--- src/logic/block_defines.svh ---
`ifndef BLOCK_DEFINES_SVH
`define BLOCK_DEFINES_SVH

// Play field geometry
`define GRID_ROWS 5
`define GRID_COLS 5
`define CELL_W    3 // Zero means empty cell
`define BOX_DIM   3 // Side of the box holding one piece pose

// Configuration register map
`define CFG_ADDR_GRAV 1'b0
`define CFG_ADDR_CTRL 1'b1

`define GRAV_RESET 8'd16 // Gravity period out of reset

`endif
--- src/logic/block_pkg.sv ---
`include "block_defines.svh"

package block_pkg;

  // Row 0 is the top row, col 0 sits in the low bits of a row
  typedef logic [`GRID_ROWS-1:0][`GRID_COLS-1:0][`CELL_W-1:0] frame_t;

  typedef enum logic [2:0] {
    RIGHT, // Toward col 0
    LEFT,  // Toward the high cols
    ROR,   // Rotate right
    ROL,   // Rotate left
    DOWN
  } move_t;

  typedef enum logic [1:0] {
    SH_BAR,  // Three in a line
    SH_ELL,  // Three in an L
    SH_SKEW  // Four in an S
  } shape_t;

  // Anchor is the top left corner of the pose box
  typedef struct packed {
    shape_t     shape;
    logic [1:0] rot;
    logic [2:0] row;
    logic [2:0] col;
  } piece_t;

  typedef enum logic [1:0] {
    G_IDLE,
    G_ACTIVE,
    G_LOCK,
    G_OVER
  } game_state_t;

  typedef struct packed {
    logic [7:0] grav_period;
    logic       grav_en;
  } cfg_t;

  ////////////////////////////////////////////////////////////
  // Shape tables

  function automatic logic [`CELL_W-1:0] shape_color(input shape_t s);
    case (s)
      SH_BAR:  return `CELL_W'd1;
      SH_ELL:  return `CELL_W'd2;
      SH_SKEW: return `CELL_W'd3;
      default: return '0;
    endcase
  endfunction

  // Occupied cells of a pose, bit r*BOX_DIM+c, every pose packed to the top left
  function automatic logic [`BOX_DIM*`BOX_DIM-1:0] pose_mask(input shape_t s,
                                                             input logic [1:0] rot);
    case (s)
      SH_BAR:  return rot[0] ? 9'b001_001_001 : 9'b000_000_111;
      SH_ELL: begin
        case (rot)
          2'd0:    return 9'b000_011_001;
          2'd1:    return 9'b000_001_011;
          2'd2:    return 9'b000_010_011;
          default: return 9'b000_011_010;
        endcase
      end
      SH_SKEW: return rot[0] ? 9'b010_011_001 : 9'b000_011_110;
      default: return '0;
    endcase
  endfunction

endpackage

--- src/logic/game_top.sv ---
`timescale 1ns/100ps

module game_top (
  input  logic              clk_i,
  input  logic              rst_n_i,
  input  logic              cfg_wr_stb_i,
  input  logic              cfg_addr_i,
  input  logic [7:0]        cfg_wdata_i,
  input  logic              start_stb_i,
  input  block_pkg::shape_t shape_i,
  input  logic              move_stb_i,
  input  block_pkg::move_t  move_i,
  output block_pkg::frame_t frame_o,
  output logic              move_done_o,
  output logic              move_ok_o,
  output logic              game_over_o,
  output logic [7:0]        lines_o
);
  import block_pkg::*;

  cfg_t       cfg;
  move_t      trk_move;
  frame_t     ctrl_frame;  // Registered play field
  piece_t     ctrl_piece;
  logic       trk_legal;
  frame_t     trk_frame;
  piece_t     trk_piece;
  frame_t     clr_frame;
  logic [2:0] clr_rows;

  game_cfg u_cfg (
    .clk_i        (clk_i),
    .rst_n_i      (rst_n_i),
    .cfg_wr_stb_i (cfg_wr_stb_i),
    .cfg_addr_i   (cfg_addr_i),
    .cfg_wdata_i  (cfg_wdata_i),
    .cfg_o        (cfg)
  );

  game_ctrl u_ctrl (
    .clk_i       (clk_i),
    .rst_n_i     (rst_n_i),
    .cfg_i       (cfg),
    .start_stb_i (start_stb_i),
    .shape_i     (shape_i),
    .move_stb_i  (move_stb_i),
    .move_i      (move_i),
    .trk_legal_i (trk_legal),
    .trk_frame_i (trk_frame),
    .trk_piece_i (trk_piece),
    .clr_frame_i (clr_frame),
    .clr_rows_i  (clr_rows),
    .trk_move_o  (trk_move),
    .frame_o     (ctrl_frame),
    .piece_o     (ctrl_piece),
    .move_done_o (move_done_o),
    .move_ok_o   (move_ok_o),
    .game_over_o (game_over_o),
    .lines_o     (lines_o)
  );

  // Zero latency helpers around the controller
  tracker u_tracker (
    .frame_i (ctrl_frame),
    .piece_i (ctrl_piece),
    .move_i  (trk_move),
    .legal_o (trk_legal),
    .frame_o (trk_frame),
    .piece_o (trk_piece)
  );

  row_clear u_row_clear (
    .frame_i (ctrl_frame),
    .frame_o (clr_frame),
    .rows_o  (clr_rows)
  );

  assign frame_o = ctrl_frame;

endmodule

--- src/logic/game_ctrl.sv ---
`timescale 1ns/100ps
`include "block_defines.svh"

module game_ctrl (
  input  logic              clk_i,
  input  logic              rst_n_i,
  input  block_pkg::cfg_t   cfg_i,
  input  logic              start_stb_i,
  input  block_pkg::shape_t shape_i,
  input  logic              move_stb_i,
  input  block_pkg::move_t  move_i,
  input  logic              trk_legal_i,
  input  block_pkg::frame_t trk_frame_i,
  input  block_pkg::piece_t trk_piece_i,
  input  block_pkg::frame_t clr_frame_i,
  input  logic [2:0]        clr_rows_i,
  output block_pkg::move_t  trk_move_o,
  output block_pkg::frame_t frame_o,
  output block_pkg::piece_t piece_o,
  output logic              move_done_o,
  output logic              move_ok_o,
  output logic              game_over_o,
  output logic [7:0]        lines_o
);
  import block_pkg::*;

  localparam logic [2:0] SPAWN_COL = 3'd1;

  game_state_t state_q;
  frame_t      frame_q;
  piece_t      piece_q;
  logic [7:0]  lines_q;
  logic [7:0]  grav_cnt_q;
  logic        done_q;
  logic        ok_q;

  logic        active;
  logic        do_move;  // User move taken this cycle
  logic        grav_hit;
  logic        do_grav;  // Gravity DOWN taken this cycle
  logic        step;
  logic        do_spawn;
  logic        spawn_free;
  frame_t      spawn_base;
  frame_t      spawn_frame;
  piece_t      spawn_piece;
  logic [`BOX_DIM*`BOX_DIM-1:0] spawn_mask;

  assign active   = (state_q == G_ACTIVE);
  assign do_move  = active && move_stb_i;
  assign grav_hit = (grav_cnt_q >= cfg_i.grav_period);
  assign do_grav  = active && cfg_i.grav_en && grav_hit && !move_stb_i; // Move wins
  assign step     = do_move || do_grav;
  assign do_spawn = start_stb_i && (state_q == G_IDLE || state_q == G_OVER);

  assign trk_move_o = move_stb_i ? move_i : DOWN;

  ////////////////////////////////////////////////////////////
  // Spawn vacancy test

  assign spawn_piece = '{shape: shape_i, rot: 2'd0, row: 3'd0, col: SPAWN_COL};

  always_comb begin
    spawn_base  = (state_q == G_OVER) ? '0 : frame_q; // Restart clears the grid
    spawn_frame = spawn_base;
    spawn_free  = 1'b1;
    spawn_mask  = pose_mask(shape_i, 2'd0);
    for (int r = 0; r < `BOX_DIM; r++) begin
      for (int c = 0; c < `BOX_DIM; c++) begin
        if (spawn_mask[r*`BOX_DIM + c]) begin
          if (spawn_base[r][c + SPAWN_COL] != '0) begin
            spawn_free = 1'b0;
          end
          spawn_frame[r][c + SPAWN_COL] = shape_color(shape_i);
        end
      end
    end
  end

  ////////////////////////////////////////////////////////////
  // State, frame and counters

  always_ff @(posedge clk_i or negedge rst_n_i) begin
    if (!rst_n_i) begin
      state_q    <= G_IDLE;
      frame_q    <= '0;
      lines_q    <= '0;
      grav_cnt_q <= '0;
      done_q     <= 1'b0;
      ok_q       <= 1'b0;
    end else begin
      done_q <= do_move;
      if (do_move) begin
        ok_q <= trk_legal_i;
      end

      // Tick cycle counts as the first of the next period
      if (!active || !cfg_i.grav_en) begin
        grav_cnt_q <= '0;
      end else if (do_grav) begin
        grav_cnt_q <= 8'd1;
      end else if (!grav_hit) begin
        grav_cnt_q <= grav_cnt_q + 8'd1;
      end

      case (state_q)
        G_IDLE, G_OVER: begin
          if (do_spawn) begin
            if (state_q == G_OVER) begin
              lines_q <= '0;
            end
            if (spawn_free) begin
              frame_q <= spawn_frame;
              state_q <= G_ACTIVE;
            end else begin
              state_q <= G_OVER; // Frame kept as is
            end
          end
        end
        G_ACTIVE: begin
          if (step) begin
            frame_q <= trk_frame_i;
            if (trk_move_o == DOWN && !trk_legal_i) begin
              state_q <= G_LOCK; // Piece has landed
            end
          end
        end
        G_LOCK: begin
          frame_q <= clr_frame_i;
          lines_q <= lines_q + {5'd0, clr_rows_i};
          state_q <= G_IDLE;
        end
        default: state_q <= G_IDLE;
      endcase
    end
  end

  always_ff @(posedge clk_i) begin
    if (do_spawn) begin
      piece_q <= spawn_piece;
    end else if (step) begin
      piece_q <= trk_piece_i;
    end
  end

  assign frame_o     = frame_q;
  assign piece_o     = piece_q;
  assign move_done_o = done_q;
  assign move_ok_o   = ok_q;
  assign game_over_o = (state_q == G_OVER);
  assign lines_o     = lines_q;

endmodule

--- src/logic/game_cfg.sv ---
`timescale 1ns/100ps
`include "block_defines.svh"

module game_cfg (
  input  logic           clk_i,
  input  logic           rst_n_i,
  input  logic           cfg_wr_stb_i,
  input  logic           cfg_addr_i,
  input  logic [7:0]     cfg_wdata_i,
  output block_pkg::cfg_t cfg_o
);
  import block_pkg::*;

  cfg_t cfg_q;

  always_ff @(posedge clk_i or negedge rst_n_i) begin
    if (!rst_n_i) begin
      cfg_q.grav_period <= `GRAV_RESET;
      cfg_q.grav_en     <= 1'b0;
    end else if (cfg_wr_stb_i) begin
      case (cfg_addr_i)
        `CFG_ADDR_GRAV: begin
          // Period of zero would stall the timer, store 1 instead
          cfg_q.grav_period <= (cfg_wdata_i == 8'd0) ? 8'd1 : cfg_wdata_i;
        end
        `CFG_ADDR_CTRL: cfg_q.grav_en <= cfg_wdata_i[0];
      endcase
    end
  end

  assign cfg_o = cfg_q;

endmodule

--- src/logic/row_clear.sv ---
`timescale 1ns/100ps
`include "block_defines.svh"

module row_clear (
  input  block_pkg::frame_t frame_i,
  output block_pkg::frame_t frame_o,
  output logic [2:0]        rows_o
);
  import block_pkg::*;

  // Walk from the bottom up, copy surviving rows to the next free slot
  always_comb begin
    int   dst;
    logic full;
    frame_o = '0;  // Top rows left over stay empty
    rows_o  = '0;
    dst     = `GRID_ROWS - 1;
    for (int src = `GRID_ROWS - 1; src >= 0; src--) begin
      full = 1'b1;
      for (int c = 0; c < `GRID_COLS; c++) begin
        if (frame_i[src][c] == '0) begin
          full = 1'b0;
        end
      end
      if (full) begin
        rows_o = rows_o + 3'd1;
      end else begin
        frame_o[dst] = frame_i[src];
        dst          = dst - 1;
      end
    end
  end

endmodule

--- src/logic/tracker.sv ---
`timescale 1ns/100ps
`include "block_defines.svh"

module tracker (
  input  block_pkg::frame_t frame_i,
  input  block_pkg::piece_t piece_i,
  input  block_pkg::move_t  move_i,
  output logic              legal_o,
  output block_pkg::frame_t frame_o,
  output block_pkg::piece_t piece_o
);
  import block_pkg::*;

  typedef logic [`GRID_ROWS-1:0][`GRID_COLS-1:0] occ_t;

  piece_t cand;    // Pose after the requested move
  occ_t   cur_occ;
  occ_t   new_occ;
  logic   cur_out;
  logic   new_out;
  logic   blocked;

  // Spread a pose over the grid, flag any cell that falls off it
  function automatic void expand(input piece_t p, output occ_t occ, output logic outside);
    logic [`BOX_DIM*`BOX_DIM-1:0] mask;
    logic [3:0] rr;
    logic [3:0] cc;
    mask    = pose_mask(p.shape, p.rot);
    occ     = '0;
    outside = 1'b0;
    for (int r = 0; r < `BOX_DIM; r++) begin
      for (int c = 0; c < `BOX_DIM; c++) begin
        rr = {1'b0, p.row} + 4'(r);
        cc = {1'b0, p.col} + 4'(c);
        if (mask[r*`BOX_DIM + c]) begin
          if (rr >= `GRID_ROWS || cc >= `GRID_COLS) begin
            outside = 1'b1;
          end else begin
            occ[rr[2:0]][cc[2:0]] = 1'b1;
          end
        end
      end
    end
  endfunction

  ////////////////////////////////////////////////////////////
  // Candidate pose

  always_comb begin
    cand = piece_i;
    case (move_i)
      RIGHT:   cand.col = piece_i.col - 3'd1; // Wraps off the grid at col 0
      LEFT:    cand.col = piece_i.col + 3'd1;
      ROR:     cand.rot = piece_i.rot + 2'd1;
      ROL:     cand.rot = piece_i.rot - 2'd1;
      DOWN:    cand.row = piece_i.row + 3'd1;
      default: cand = piece_i;
    endcase
  end

  always_comb begin
    expand(piece_i, cur_occ, cur_out);
    expand(cand, new_occ, new_out);
  end

  ////////////////////////////////////////////////////////////
  // Legality and rewrite

  // Own cells count as free, the piece may overlap its old pose
  always_comb begin
    blocked = 1'b0;
    for (int r = 0; r < `GRID_ROWS; r++) begin
      for (int c = 0; c < `GRID_COLS; c++) begin
        if (new_occ[r][c] && !cur_occ[r][c] && frame_i[r][c] != '0) begin
          blocked = 1'b1;
        end
      end
    end
  end

  assign legal_o = !new_out && !cur_out && !blocked;

  always_comb begin
    frame_o = frame_i;
    if (legal_o) begin
      for (int r = 0; r < `GRID_ROWS; r++) begin
        for (int c = 0; c < `GRID_COLS; c++) begin
          if (cur_occ[r][c]) begin
            frame_o[r][c] = '0; // Lift old pose
          end
          if (new_occ[r][c]) begin
            frame_o[r][c] = shape_color(piece_i.shape);
          end
        end
      end
    end
  end

  assign piece_o = legal_o ? cand : piece_i;

endmodule

--- config.mk ---
export PLATFORM = sky130hd
export DESIGN_NAME = game_top
export DESIGN_NICKNAME = d
export VERILOG_FILES = /design/src/logic/block_pkg.sv /design/src/logic/game_top.sv /design/src/logic/game_ctrl.sv /design/src/logic/game_cfg.sv /design/src/logic/row_clear.sv /design/src/logic/tracker.sv
export VERILOG_INCLUDE_DIRS = /design/src /design/src/logic
export SDC_FILE = /design/constraint.sdc
export NUM_CORES = 1
export LEC_CHECK = 0
export BUFFER_PORTS_ARGS = -buffer_cell sky130_fd_sc_hd__buf_4
export CAP_MARGIN = 20
export CORE_ASPECT_RATIO = 0.5
export CORE_MARGIN = 3
export CORE_UTILIZATION = 29
export CTS_BUF_LIST = sky130_fd_sc_hd__clkbuf_4 sky130_fd_sc_hd__clkbuf_8
export DETAILED_ROUTE_END_ITERATION = 16
export PLACE_DENSITY = 0.41
export SETUP_SLACK_MARGIN = 0.3
export SYNTH_ARGS = -nofsm -noshare
export SYNTH_HDL_FRONTEND = slang
export SYNTH_SLANG_ARGS = --single-unit
--- constraint.sdc ---
create_clock -name clk_i -period 10.3 [get_ports clk_i]
set_input_delay 2.06 -clock clk_i [delete_from_list [all_inputs] [get_ports clk_i]]
set_output_delay 2.06 -clock clk_i [all_outputs]
set_load 0.02 [all_outputs]
==> results of run 1 <==
[power by group through the flow]
stage	logic, mW	registers (mW)	clock network, mW
2_1_floorplan	1.82	0.595	0
3_3_place_gp	2.90	0.622	0
3_5_place_dp	2.89	0.625	0
4_1_cts	2.90	0.615	0.507
5_1_grt	3.15	0.624	0.523
6_report	3.00	0.621	0.492
[synthesized netlist by cell type (9+ instances only)]
cell and n:
a222oi_1 16, o311ai_0 9, a31oi_1 11, a32oi_1 44, a211oi_1 34, o32ai_1 13
mux2i_1 15, nand4_1 18, nand2_1 152, mux2_2 37, ha_1 70, nor2b_1 48
buf_2 10, or3_1 19, and3_1 23, dfrtp_1 103, o21ai_0 102, a32o_1 16
nor4_1 17, a221oi_1 14, o211ai_1 12, xnor2_1 13, a21oi_1 92, o221ai_1 9
nand3_1 54, inv_1 68, clkbuf_1 88, o22ai_1 29, nor2_1 172, nand2b_1 26
or2_2 11, xor2_1 10, nand3b_1 11, and2_1 18, a22oi_1 46, a221o_1 10
nor3_1 67, a21o_1 21
[logic make-up after synthesis]
kind of cell | after synthesis | synth area share
simple gates | 670 | 0.260
xor+xnor | 24 | 0.0168
fa+ha+maj | 73 | 0.0723
compound gates | 582 | 0.333
buf+inv | 179 | 0.0540
flops | 114 | 0.218
mux | 55 | 0.0464
[tightest hold or removal path, delay by kind of cell, from the launching register on]
family	cells	cell delay [ps]
and+or+nand+nor	1	40
AOI/OAI and AO/OA	1	70
DFF	1	350
[layer usage]
layer | track usage | share of wire | vias up | routed length [um]
met2 | 0.443 | 0.43 | 768 | 30100
met5 | 0 | 0 | - | 0
met1 | 0.421 | 0.47 | 7519 | 33300
met4 | 0.0566 | 0.016 | 0 | 1160
met3 | 0.0705 | 0.089 | 75 | 6280
li1 | - | - | 6582 | -
[cell type report]
type                       instances  area [um^2]  share of cell area
inverter                          71          267              0.0180
sequential                       114         2820               0.191
clock inverter                    13          153              0.0103
tap                              588          736              0.0498
multi-input combinational       1404         9450               0.639
clock buffer                      19          262              0.0177
timing repair buffer             145         1100              0.0741
[through the flow]
stage                     instance area, um^2   util
after floorplan                         12900      -
after global placement                  14300  0.327
after detailed placement                14400  0.328
after CTS                               14800  0.337
after global routing                    14800  0.337
final                                   14800  0.337
[flip-flops by register name, indices dropped and copies added (netlist names)]
register            flops
u_cfg.cfg_o             9
u_ctrl.frame_o         75
u_ctrl.grav_cnt_q       8
u_ctrl.lines_o          8
u_ctrl.move_done_o      1
u_ctrl.move_ok_o        1
u_ctrl.piece_o         10
u_ctrl.state_q          2
[how the worst max path moves through the flow]
stage	to	slack [ps]	cells after the start
floorplan	u_ctrl.frame_o[48]$_DFFE_PN0P_	3390	19
global placement	u_ctrl.frame_o[53]$_DFFE_PN0P_	1830	17
detailed placement	u_ctrl.frame_o[53]$_DFFE_PN0P_	1740	17
CTS	u_ctrl.frame_o[53]$_DFFE_PN0P_	2250	17
global route	u_ctrl.frame_o[53]$_DFFE_PN0P_	1600	17
finish	u_ctrl.frame_o[53]$_DFFE_PN0P_	1940	17
==> implementation parameters, run 1 <==
Parameter                              Value

Finish
  Final cell count without fillers    2,354
  Layout cells sized above 1    0.154
  Synthesis-to-finish area growth    14.2%
  Most common cell after layout, fill and taps aside    nor2_1
  Net count, final    1,845
  Leading cell types in the layout, fill and taps excluded    nor2_1, nand2_1, buf_4
  Fill cell instance count of the final layout    4,720
  Diode insertion count for antenna repair    0

STA
  Slew headroom    -0.0198
  Worst Tran Pin Value    1530 ps
  Maximum clock skew at final layout    34.9 ps
  Final count of hold timing violations    0
  Number of endpoints failing setup at the final stage    0
  Post-route minimum period    8360 ps
  Final worst hold slack    499 ps
  RSZ-0062 raised after global routing    false
  Final setup TNS    0 ps
  Upper clock frequency limit    120 MHz
  Share of the cycle needed by the critical path after routing    0.811
  Fin. max-slew vios    4
  Post-layout worst setup margin    1940 ps

Synth
  Warnings from Yosys    0
  Dominant cells by area after synthesis    dfrtp_1, ha_1, nor2_1
  Sequential share of the synthesized area    0.218
  Async set or reset register ratio after synthesis    0.912
  Summed instance area of the synthesized netlist    0.0129 mm^2
  Flip-flop cell with the highest count after synthesis    dfrtp_1
  Number of library cell types mapped by synthesis    99
  Number of flops mapped to enable cells by yosys    2
  Register bit count reported by yosys    114
  Number of standard cells after synthesis    1,697
  Syn nets    1,789
  Synth area leader    dfrtp_1
  Average instance area after synthesis    7.63 um^2
  Share of Yosys cell area claimed by the top area cell type    0.199

Global routing
  Global router's overall resource usage    0.292
  Largest net degree at the start of global routing    65
  Overflow left after global routing    0
  Number of global-route vias before repair    14,300
  Wire length of the first global-routing pass    102,000 um
  Initial antenna violation count    1

Clock network
  Setup repair bufs after CTS    0
  Worst-Skew Late Latency    530 ps
  Clock Pin Slew Worst Setup and Hold Paths    80 ps
  Count of instances resized after the clock tree is built    0
  Clock tree from TritonCTS    done
  Number of CTS-inserted buffers    17
  Clk buf depth    2
  H-tree depth    4
  Clock root cell    clkbuf_8
  Clock net sink count    114
  Number of hold buffers added after cts    0

Power
  Switching fraction of total power    0.618
  Sequential group share of total power    0.151
  Static leakage    5.92 nW
  Worst IR drop on VDD    181 uV
  Internal power contribution    1.57 mW
  Total design power    4.11 mW
  Net switching power figure    2.54 mW
  Combinational cell fraction of total power    0.730
  Share of total power in the clock network    0.120
  Areal power density over the cells    278 mW/mm^2

Outcome
  Violated checks    slew limit
  Run status    finished, violations left

Route
  DRC viols    0
  Detailed Routing Iterations Pass 1    8
  Initial DRC Count    1,924
  Routed length per placed instance    30.1 um
  Average via count per standard cell    6.35
  Drt total wl    70,800 um
  Number of antenna-violating nets in the routed design    0
  Routed via count    14,900

Critical path
  Crit path cell chain    buf_4 > nor3b_4 > and2_1 > fa_1 > o21ai_0 > ha_1 > nand3b_1 > nor2_1 > a32o_1 > a222oi_1 > a2bb2oi_1 > nand4b_1 > nor4_2 > buf_4 > and2_1 > a31oi_1 > mux2_2
  Category of the worst setup path launch point    primary input
  Max incr delay on CP    1280 ps
  Reg-to-reg critical path startpoint    u_ctrl.piece_o[0]$_SDFFE_PP1P_
  Launching element of the worst setup path    move_stb_i
  Minimum setup slack among reg-to-reg paths    3130 ps
  Critical path fanouts, max    12
  Worst flop-to-flop path endpoint    u_ctrl.frame_o[53]$_DFFE_PN0P_
  Data arrival time of the critical path    8740 ps
  CP top delay family    compound AO/OA/AOI/OAI gates
  CP max-delay cell    a222oi_1
  Type of the setup path with the least slack    primary input to flop
  Worst Reg-to-Reg Cells    19
  Required @ worst endpoint    10,690 ps
  Category of the worst setup path capture point    flop
  Total buffers and inverters traversed by the critical path    2

Die
  IO Pins    105
  Core region area    0.0438 mm^2
  Die height    155 um
  Floorplan die area    0.0474 mm^2
  Chip width    305 um
  Number of standard-cell rows in the floorplan    54
  Starting density of the core    0.295

Place
  Worst setup slack after placement    1740 ps
  IO buf count    104
  Routability congestion estimate    0.926
  Number of placed instances with taps included    2,321
  Placed wire-length estimate after detailed placement    54,800 um

Min path
  Hold path start    u_ctrl.move_ok_o$_DFFE_PN0P_
  Type of the most critical hold path    flop to flop
  Number of instances on the worst hold path    2
  Worst Hold Endpoint    u_ctrl.move_ok_o$_DFFE_PN0P_

Flow run
  Max-cap violations    0
Power figures use the tool's default switching activity.
==> run 2: changes to the inputs <==
Settings changed: PLACE_DENSITY 0.41 to 0.42.
Clock period 10.3 ns to 6.9 ns, I/O delays scaled along.
==> run 2 against run 1 <==
Net effect: sequential cell count is the same; non-clock buffer count increased by 60; register-to-register slack got worse by 2100 ps; core utilization up 1.0 points; sequential share of layout area shrank 0.56 points; critical path depth rose by 4; the run now ends clean; clock skew is 8.8 ps lower; die area stayed put; count of clock-buffer cells in the layout fell by 1; cell area increased by 3.0%; critical path type unchanged; final cell count grew 2.5%; routed wire length fell by 5.0%.
==> implementation parameters, run 2 (synthesis gave the netlist of run 1 again) <==
Parameter                              Value

Outcome
  Run status    finished, final reports clean

Clock network
  Number of CTS-inserted buffers    17
  Clk buf depth    2
  Clock Pin Slew Worst Setup and Hold Paths    90 ps
  H-tree depth    4
  Worst-Skew Late Latency    500 ps
  Setup repair bufs after CTS    0
  Clock tree from TritonCTS    done
  Clock net sink count    114
  Number of hold buffers added after cts    0
  Clock root cell    clkbuf_8
  Count of instances resized after the clock tree is built    0

Place
  Routability congestion estimate    0.934
  IO buf count    104
  Placed wire-length estimate after detailed placement    51,800 um

Finish
  Synthesis-to-finish area growth    17.7%
  Layout cells sized above 1    0.181
  Number of flip-flops in the largest register    75
  Diode insertion count for antenna repair    0
  Most common cell after layout, fill and taps aside    buf_4
  Leading cell types in the layout, fill and taps excluded    buf_4, nor2_1, nand2_1
  Net count, final    1,905

STA
  RSZ-0062 raised after global routing    false
  Upper clock frequency limit    158 MHz
  Number of endpoints failing setup at the final stage    0
  Final count of hold timing violations    0
  Worst Tran Pin Value    1250 ps
  Post-route minimum period    6330 ps
  Maximum clock skew at final layout    26.1 ps
  Fin. max-slew vios    0
  Final setup TNS    0 ps
  Slew headroom    0.162
  Share of the cycle needed by the critical path after routing    0.918

Global routing
  Wire length of the first global-routing pass    98,000 um
  Global router's overall resource usage    0.278
  Initial antenna violation count    2
  Number of global-route vias before repair    14,000
  Overflow left after global routing    0
  Largest net degree at the start of global routing    65

Critical path
  Worst Reg-to-Reg Cells    18
  Launching element of the worst setup path    move_stb_i
  Crit path cell chain    buf_4 > nor3b_4 > and2_1 > fa_1 > xor2_1 > nand2_1 > xnor2_1 > inv_1 > ha_1 > nand3b_1 > buf_4 > nor2_1 > a21boi_1 > a21oi_1 > or3_1 > a31o_2 > nor4_2 > buf_4 > nand2_8 > o31ai_2 > mux2_2
  Reg-to-reg critical path startpoint    u_ctrl.piece_o[4]$_SDFFE_PP0P_
  Total buffers and inverters traversed by the critical path    4
  Critical path fanouts, max    18
  Data arrival time of the critical path    6720 ps
  Category of the worst setup path launch point    primary input
  Max incr delay on CP    490 ps
  Worst flop-to-flop path endpoint    u_ctrl.frame_o[28]$_DFFE_PN0P_
  CP Capture Point    u_ctrl.frame_o[28]$_DFFE_PN0P_
  Dominant cell type by count on the critical path    buf_4
  CP max-delay cell    a21boi_1
  Type of the setup path with the least slack    primary input to flop
  Required @ worst endpoint    7280 ps
  Category of the worst setup path capture point    flop
  Minimum setup slack among reg-to-reg paths    1030 ps
  CP top delay family    simple AND/OR/NAND/NOR gates
  Instance count on the critical path    21

Flow run
  Max-cap violations    0

Die
  IO Pins    105
  Die height    155 um
  Number of standard-cell rows in the floorplan    54
  Floorplan die area    0.0474 mm^2
  Core region area    0.0438 mm^2
  Starting density of the core    0.295
  Chip width    305 um

Route
  Initial DRC Count    1,814
  Drt total wl    67,300 um
  Number of antenna-violating nets in the routed design    0
  Routed via count    14,800
  Routed length per placed instance    27.9 um
  DRC viols    0
  Average via count per standard cell    6.13
  Detailed Routing Iterations Pass 1    7

Power
  Switching fraction of total power    0.591
  Combinational cell fraction of total power    0.742
  Sequential group share of total power    0.148
  Internal power contribution    2.59 mW
  Worst IR drop on VDD    248 uV
  Static leakage    6.20 nW
  Share of total power in the clock network    0.110
  Areal power density over the cells    415 mW/mm^2
  Net switching power figure    3.73 mW
  Total design power    6.32 mW

Min path
  Type of the most critical hold path    flop to flop
## run 2: cell types whose count changed in the layout (fill, tap and decap cells not counted), moves of 2 or more
cell	previous run	this run
buf_12	0	2
buf_4	144	203
clkbuf_8	19	17
clkinv_4	5	1
clkinvlp_4	2	5
inv_6	2	4
## run 2: power by group through the flow
stage          registers [mW]  logic, mW  clock network (mW)
3_3_place_gp            0.947       4.60                   0
6_report                0.933       4.69               0.696
4_1_cts                 0.931       4.57               0.710
5_1_grt                 0.944       4.93               0.745
2_1_floorplan           0.889       2.71                   0
3_5_place_dp            0.945       4.55                   0
## run 2: worst reg2reg max path, cell delays in order (launching register included)
cell and delay [ps]:
dfxtp_1 500, ha_1 540, nand4bb_1 360, nand3_1 210, and2_1 230, inv_1 100, ha_1 260, a221oi_1 430
o211ai_1 260, a2111oi_0 450, nand4_1 270, and4b_1 350, o31ai_1 120, nand4b_1 250, nor4_2 200, buf_4 250
nand2_8 180, o31ai_2 440, mux2_2 380
## run 2: layer usage
metal / global-route usage / vias up / wire (um) / part of all wire
met2: 0.417 / 701 / 28600 / 0.42
met1: 0.394 / 7296 / 31100 / 0.46
met4: 0.0790 / 2 / 1640 / 0.024
met3: 0.0713 / 90 / 5990 / 0.089
met5: 0 / - / 11 / 0.00016
li1: - / 6717 / - / -
## run 2: how the worst min path moves through the flow
stage / slack [ps] / end / from / cells after the start
4_1_cts: 490 / u_ctrl.move_ok_o$_DFFE_PN0P_ / u_ctrl.move_ok_o$_DFFE_PN0P_ / 2
3_5_place_dp: 470 / u_ctrl.move_ok_o$_DFFE_PN0P_ / u_ctrl.move_ok_o$_DFFE_PN0P_ / 2
2_1_floorplan: 480 / u_cfg.cfg_o[5]$_DFFE_PN1P_ / u_cfg.cfg_o[5]$_DFFE_PN1P_ / 2
5_1_grt: 530 / u_ctrl.move_ok_o$_DFFE_PN0P_ / u_ctrl.move_ok_o$_DFFE_PN0P_ / 2
3_3_place_gp: 470 / u_ctrl.move_ok_o$_DFFE_PN0P_ / u_ctrl.move_ok_o$_DFFE_PN0P_ / 2
6_report: 480 / u_ctrl.move_ok_o$_DFFE_PN0P_ / u_ctrl.move_ok_o$_DFFE_PN0P_ / 2
## run 2: final cells by class
| class | instances | area (um^2) |
|---|---|---|
| clock buffer | 18 | 241 |
| clock inverter | 14 | 151 |
| fill | 4759 | 28600 |
| inverter | 71 | 267 |
| multi-input combinational | 1404 | 9450 |
| sequential | 114 | 2820 |
| tap | 588 | 736 |
| timing repair buffer | 205 | 1560 |
## run 2: metrics by stage
stage / cell area, um^2 / hold slack [ps] / setup WS, ps / instances / util
after global routing: 15200 / 532 / 340 / 2414 / 0.347
final: 15200 / 484 / 568 / 2414 / 0.347
after floorplan: 12900 / 480 / 670 / 1697 / -
after CTS: 15200 / 492 / 692 / 2413 / 0.347
after global placement: 14800 / 466 / 108 / 2381 / 0.338
after detailed placement: 14800 / 472 / 131 / 2381 / 0.338
==> run 3: changes to the inputs <==
Settings changed: MAX_ROUTING_LAYER set to met4.
==> run 3 against run 2 <==
Net effect: cell area down 0.45%; die area unchanged; first-iteration DRC count up 1.4%; count of clock-buffer cells in the layout stayed put; global-route usage grew 0.26 points; core utilization decreased by 0.16 points; critical endpoint is now u_ctrl.frame_o[72]$_DFFE_PN0P_; largest power group unchanged.
==> implementation parameters, run 3 (synthesis gave the netlist of run 1 again) <==
Parameter                              Value

Critical path
  Category of the worst setup path launch point    primary input
  CP max-delay cell    nor3_1
  Worst Reg-to-Reg Cells    18
  Max incr delay on CP    490 ps
  Minimum setup slack among reg-to-reg paths    1030 ps
  Data arrival time of the critical path    6830 ps
  Critical path fanouts, max    12
  CP top delay family    simple AND/OR/NAND/NOR gates
  Worst flop-to-flop path endpoint    u_ctrl.frame_o[72]$_DFFE_PN0P_
  Type of the setup path with the least slack    primary input to flop
  Required @ worst endpoint    7310 ps
  Dominant cell type by count on the critical path    buf_4
  Category of the worst setup path capture point    flop
  Total buffers and inverters traversed by the critical path    3
  Reg-to-reg critical path startpoint    u_ctrl.piece_o[1]$_SDFFE_PP0P_
  Crit path cell chain    buf_4 > nor3b_4 > and2_1 > fa_1 > o21ai_0 > buf_4 > ha_1 > xnor2_1 > a21o_1 > nand4b_1 > nor3_1 > o21ai_0 > and3_1 > o31ai_1 > nand4b_1 > nor4_2 > and2_1 > buf_4 > a31oi_2 > mux2_2

Route
  DRC viols    0
  Number of antenna-violating nets in the routed design    0
  Initial DRC Count    1,840
  Routed length per placed instance    27.5 um
  Average via count per standard cell    6.23
  Detailed Routing Iterations Pass 1    7
  Drt total wl    66,100 um
  Routed via count    15,000

Global routing
  Wire length of the first global-routing pass    97,400 um
  Largest net degree at the start of global routing    65
  Overflow left after global routing    0
  Number of global-route vias before repair    13,700
  Global router's overall resource usage    0.281
  Initial antenna violation count    1

Finish
  Net count, final    1,895
  Fill cell instance count of the final layout    4,743
  Number of flip-flops in the largest register    75
  Area used by sequential logic in the layout    0.00282 mm^2
  Final cell count without fillers    2,404
  Layout cells sized above 1    0.177
  Synthesis-to-finish area growth    17.1%
  Area used by multi-input combinational logic    0.00945 mm^2
  Most common cell after layout, fill and taps aside    buf_4
  Leading cell types in the layout, fill and taps excluded    buf_4, nor2_1, nand2_1

STA
  Worst Tran Pin Value    1220 ps
  Post-route minimum period    6410 ps
  Share of the cycle needed by the critical path after routing    0.930
  Post-layout worst setup margin    486 ps
  Slew headroom    0.183
  Final count of hold timing violations    0
  Maximum clock skew at final layout    22.9 ps
  Upper clock frequency limit    156 MHz
  Final setup TNS    0 ps
  Fin. max-slew vios    0
  RSZ-0062 raised after global routing    false
  Number of endpoints failing setup at the final stage    0

Power
  Switching fraction of total power    0.591
  Sequential group share of total power    0.149
  Worst IR drop on VDD    321 uV
  Static leakage    6.16 nW
  Share of total power in the clock network    0.120
  Net switching power figure    3.72 mW
  Areal power density over the cells    415 mW/mm^2
  Combinational cell fraction of total power    0.731
  Internal power contribution    2.57 mW

Die
  Floorplan die area    0.0474 mm^2
  IO Pins    105
  Number of standard-cell rows in the floorplan    54
  Chip width    305 um
  Core region area    0.0438 mm^2
  Die height    155 um
  Starting density of the core    0.295

Clock network
  Clk buf depth    2
  Clock Pin Slew Worst Setup and Hold Paths    100 ps
  Setup repair bufs after CTS    0
  Clock tree from TritonCTS    done
  H-tree depth    4
  Number of CTS-inserted buffers    17
  Clock net sink count    114
  Number of hold buffers added after cts    0
  Clock root cell    clkbuf_8
  Worst-Skew Late Latency    520 ps
  Count of instances resized after the clock tree is built    0

Place
  Routability congestion estimate    1.03
  Placed wire-length estimate after detailed placement    50,500 um
  Worst setup slack after placement    84.4 ps
  IO buf count    104
  Number of placed instances with taps included    2,371

Min path
  Worst Hold Endpoint    u_ctrl.move_ok_o$_DFFE_PN0P_
  Hold path start    u_ctrl.move_ok_o$_DFFE_PN0P_
  Type of the most critical hold path    flop to flop
  Number of instances on the worst hold path    2

Flow run
  Max-cap violations    0

Outcome
  Run status    finished, final reports clean
-- run 3: changes by cell type in the layout (fill, tap and decap cells not counted) --
cell and change:
clkbuf_8 +1, clkinv_2 -2, buf_4 -9, nor2_2 +1, buf_2 +1, nor2_1 -1, clkinv_4 +2, clkinvlp_4 -2
clkbuf_4 -1, buf_12 -2, bufinv_16 +1, diode_2 +1
-- run 3: worst max-delay path by stage --
stage,startpoint,end,cells past startpoint
after CTS,move_stb_i,u_ctrl.frame_o[72]$_DFFE_PN0P_,21
after detailed placement,move_stb_i,u_ctrl.frame_o[72]$_DFFE_PN0P_,21
final,move_stb_i,u_ctrl.frame_o[72]$_DFFE_PN0P_,20
after global routing,move_stb_i,u_ctrl.frame_o[55]$_DFFE_PN0P_,21
after floorplan,move_stb_i,u_ctrl.frame_o[48]$_DFFE_PN0P_,19
after global placement,move_stb_i,u_ctrl.frame_o[73]$_DFFE_PN0P_,20
-- run 3: area by class of cell --
class                           count  area share
Clock inverter                     13      0.0115
Sequential cell                   114       0.186
Antenna cell                        1    0.000165
Multi-Input combinational cell   1404       0.623
Tap cell                          588      0.0485
Timing Repair Buffer              195      0.0964
Inverter                           71      0.0176
Clock buffer                       18      0.0163
-- run 3: power by group through the flow --
| stage | logic (mW) | clock network [mW] | registers, mW |
|---|---|---|---|
| 2_1_floorplan | 2.71 | 0 | 0.889 |
| 3_3_place_gp | 4.51 | 0 | 0.950 |
| 3_5_place_dp | 4.45 | 0 | 0.949 |
| 4_1_cts | 4.47 | 0.770 | 0.935 |
| 5_1_grt | 4.83 | 0.793 | 0.950 |
| 6_report | 4.60 | 0.752 | 0.939 |
-- run 3: stage by stage --
stage               area, um^2  power, mW   util  hold WS, ps
detailed placement       14700       5.40  0.336          478
global placement         14700       5.46  0.336          468
finish                   15200       6.29  0.346          496
floorplan                12900       3.60      -          480
CTS                      15200       6.17  0.346          500
global route             15200       6.58  0.346          536
-- run 3: worst reg2reg max path: stages (launching register included) --
cell      delay [ps]
dfxtp_1          520
inv_1            250
fa_1             480
o21ai_0          410
buf_4            240
ha_1             270
xnor2_1          170
a21o_1           140
nand4b_1         480
nor3_1           490
o21ai_0          150
and3_1           310
o31ai_1          500
nand4b_1         240
nor4_2            60
and2_1           220
buf_4            180
a31oi_2          310
mux2_2           370
-- run 3: per-layer routing --
layer | vias to the layer above | part of all wire | global-route usage
met3 | 78 | 0.084 | 0.0510
met1 | 7486 | 0.47 | 0.401
met5 | - | 0 | -
met2 | 726 | 0.43 | 0.412
met4 | 0 | 0.019 | 0.0617
li1 | 6693 | - | -
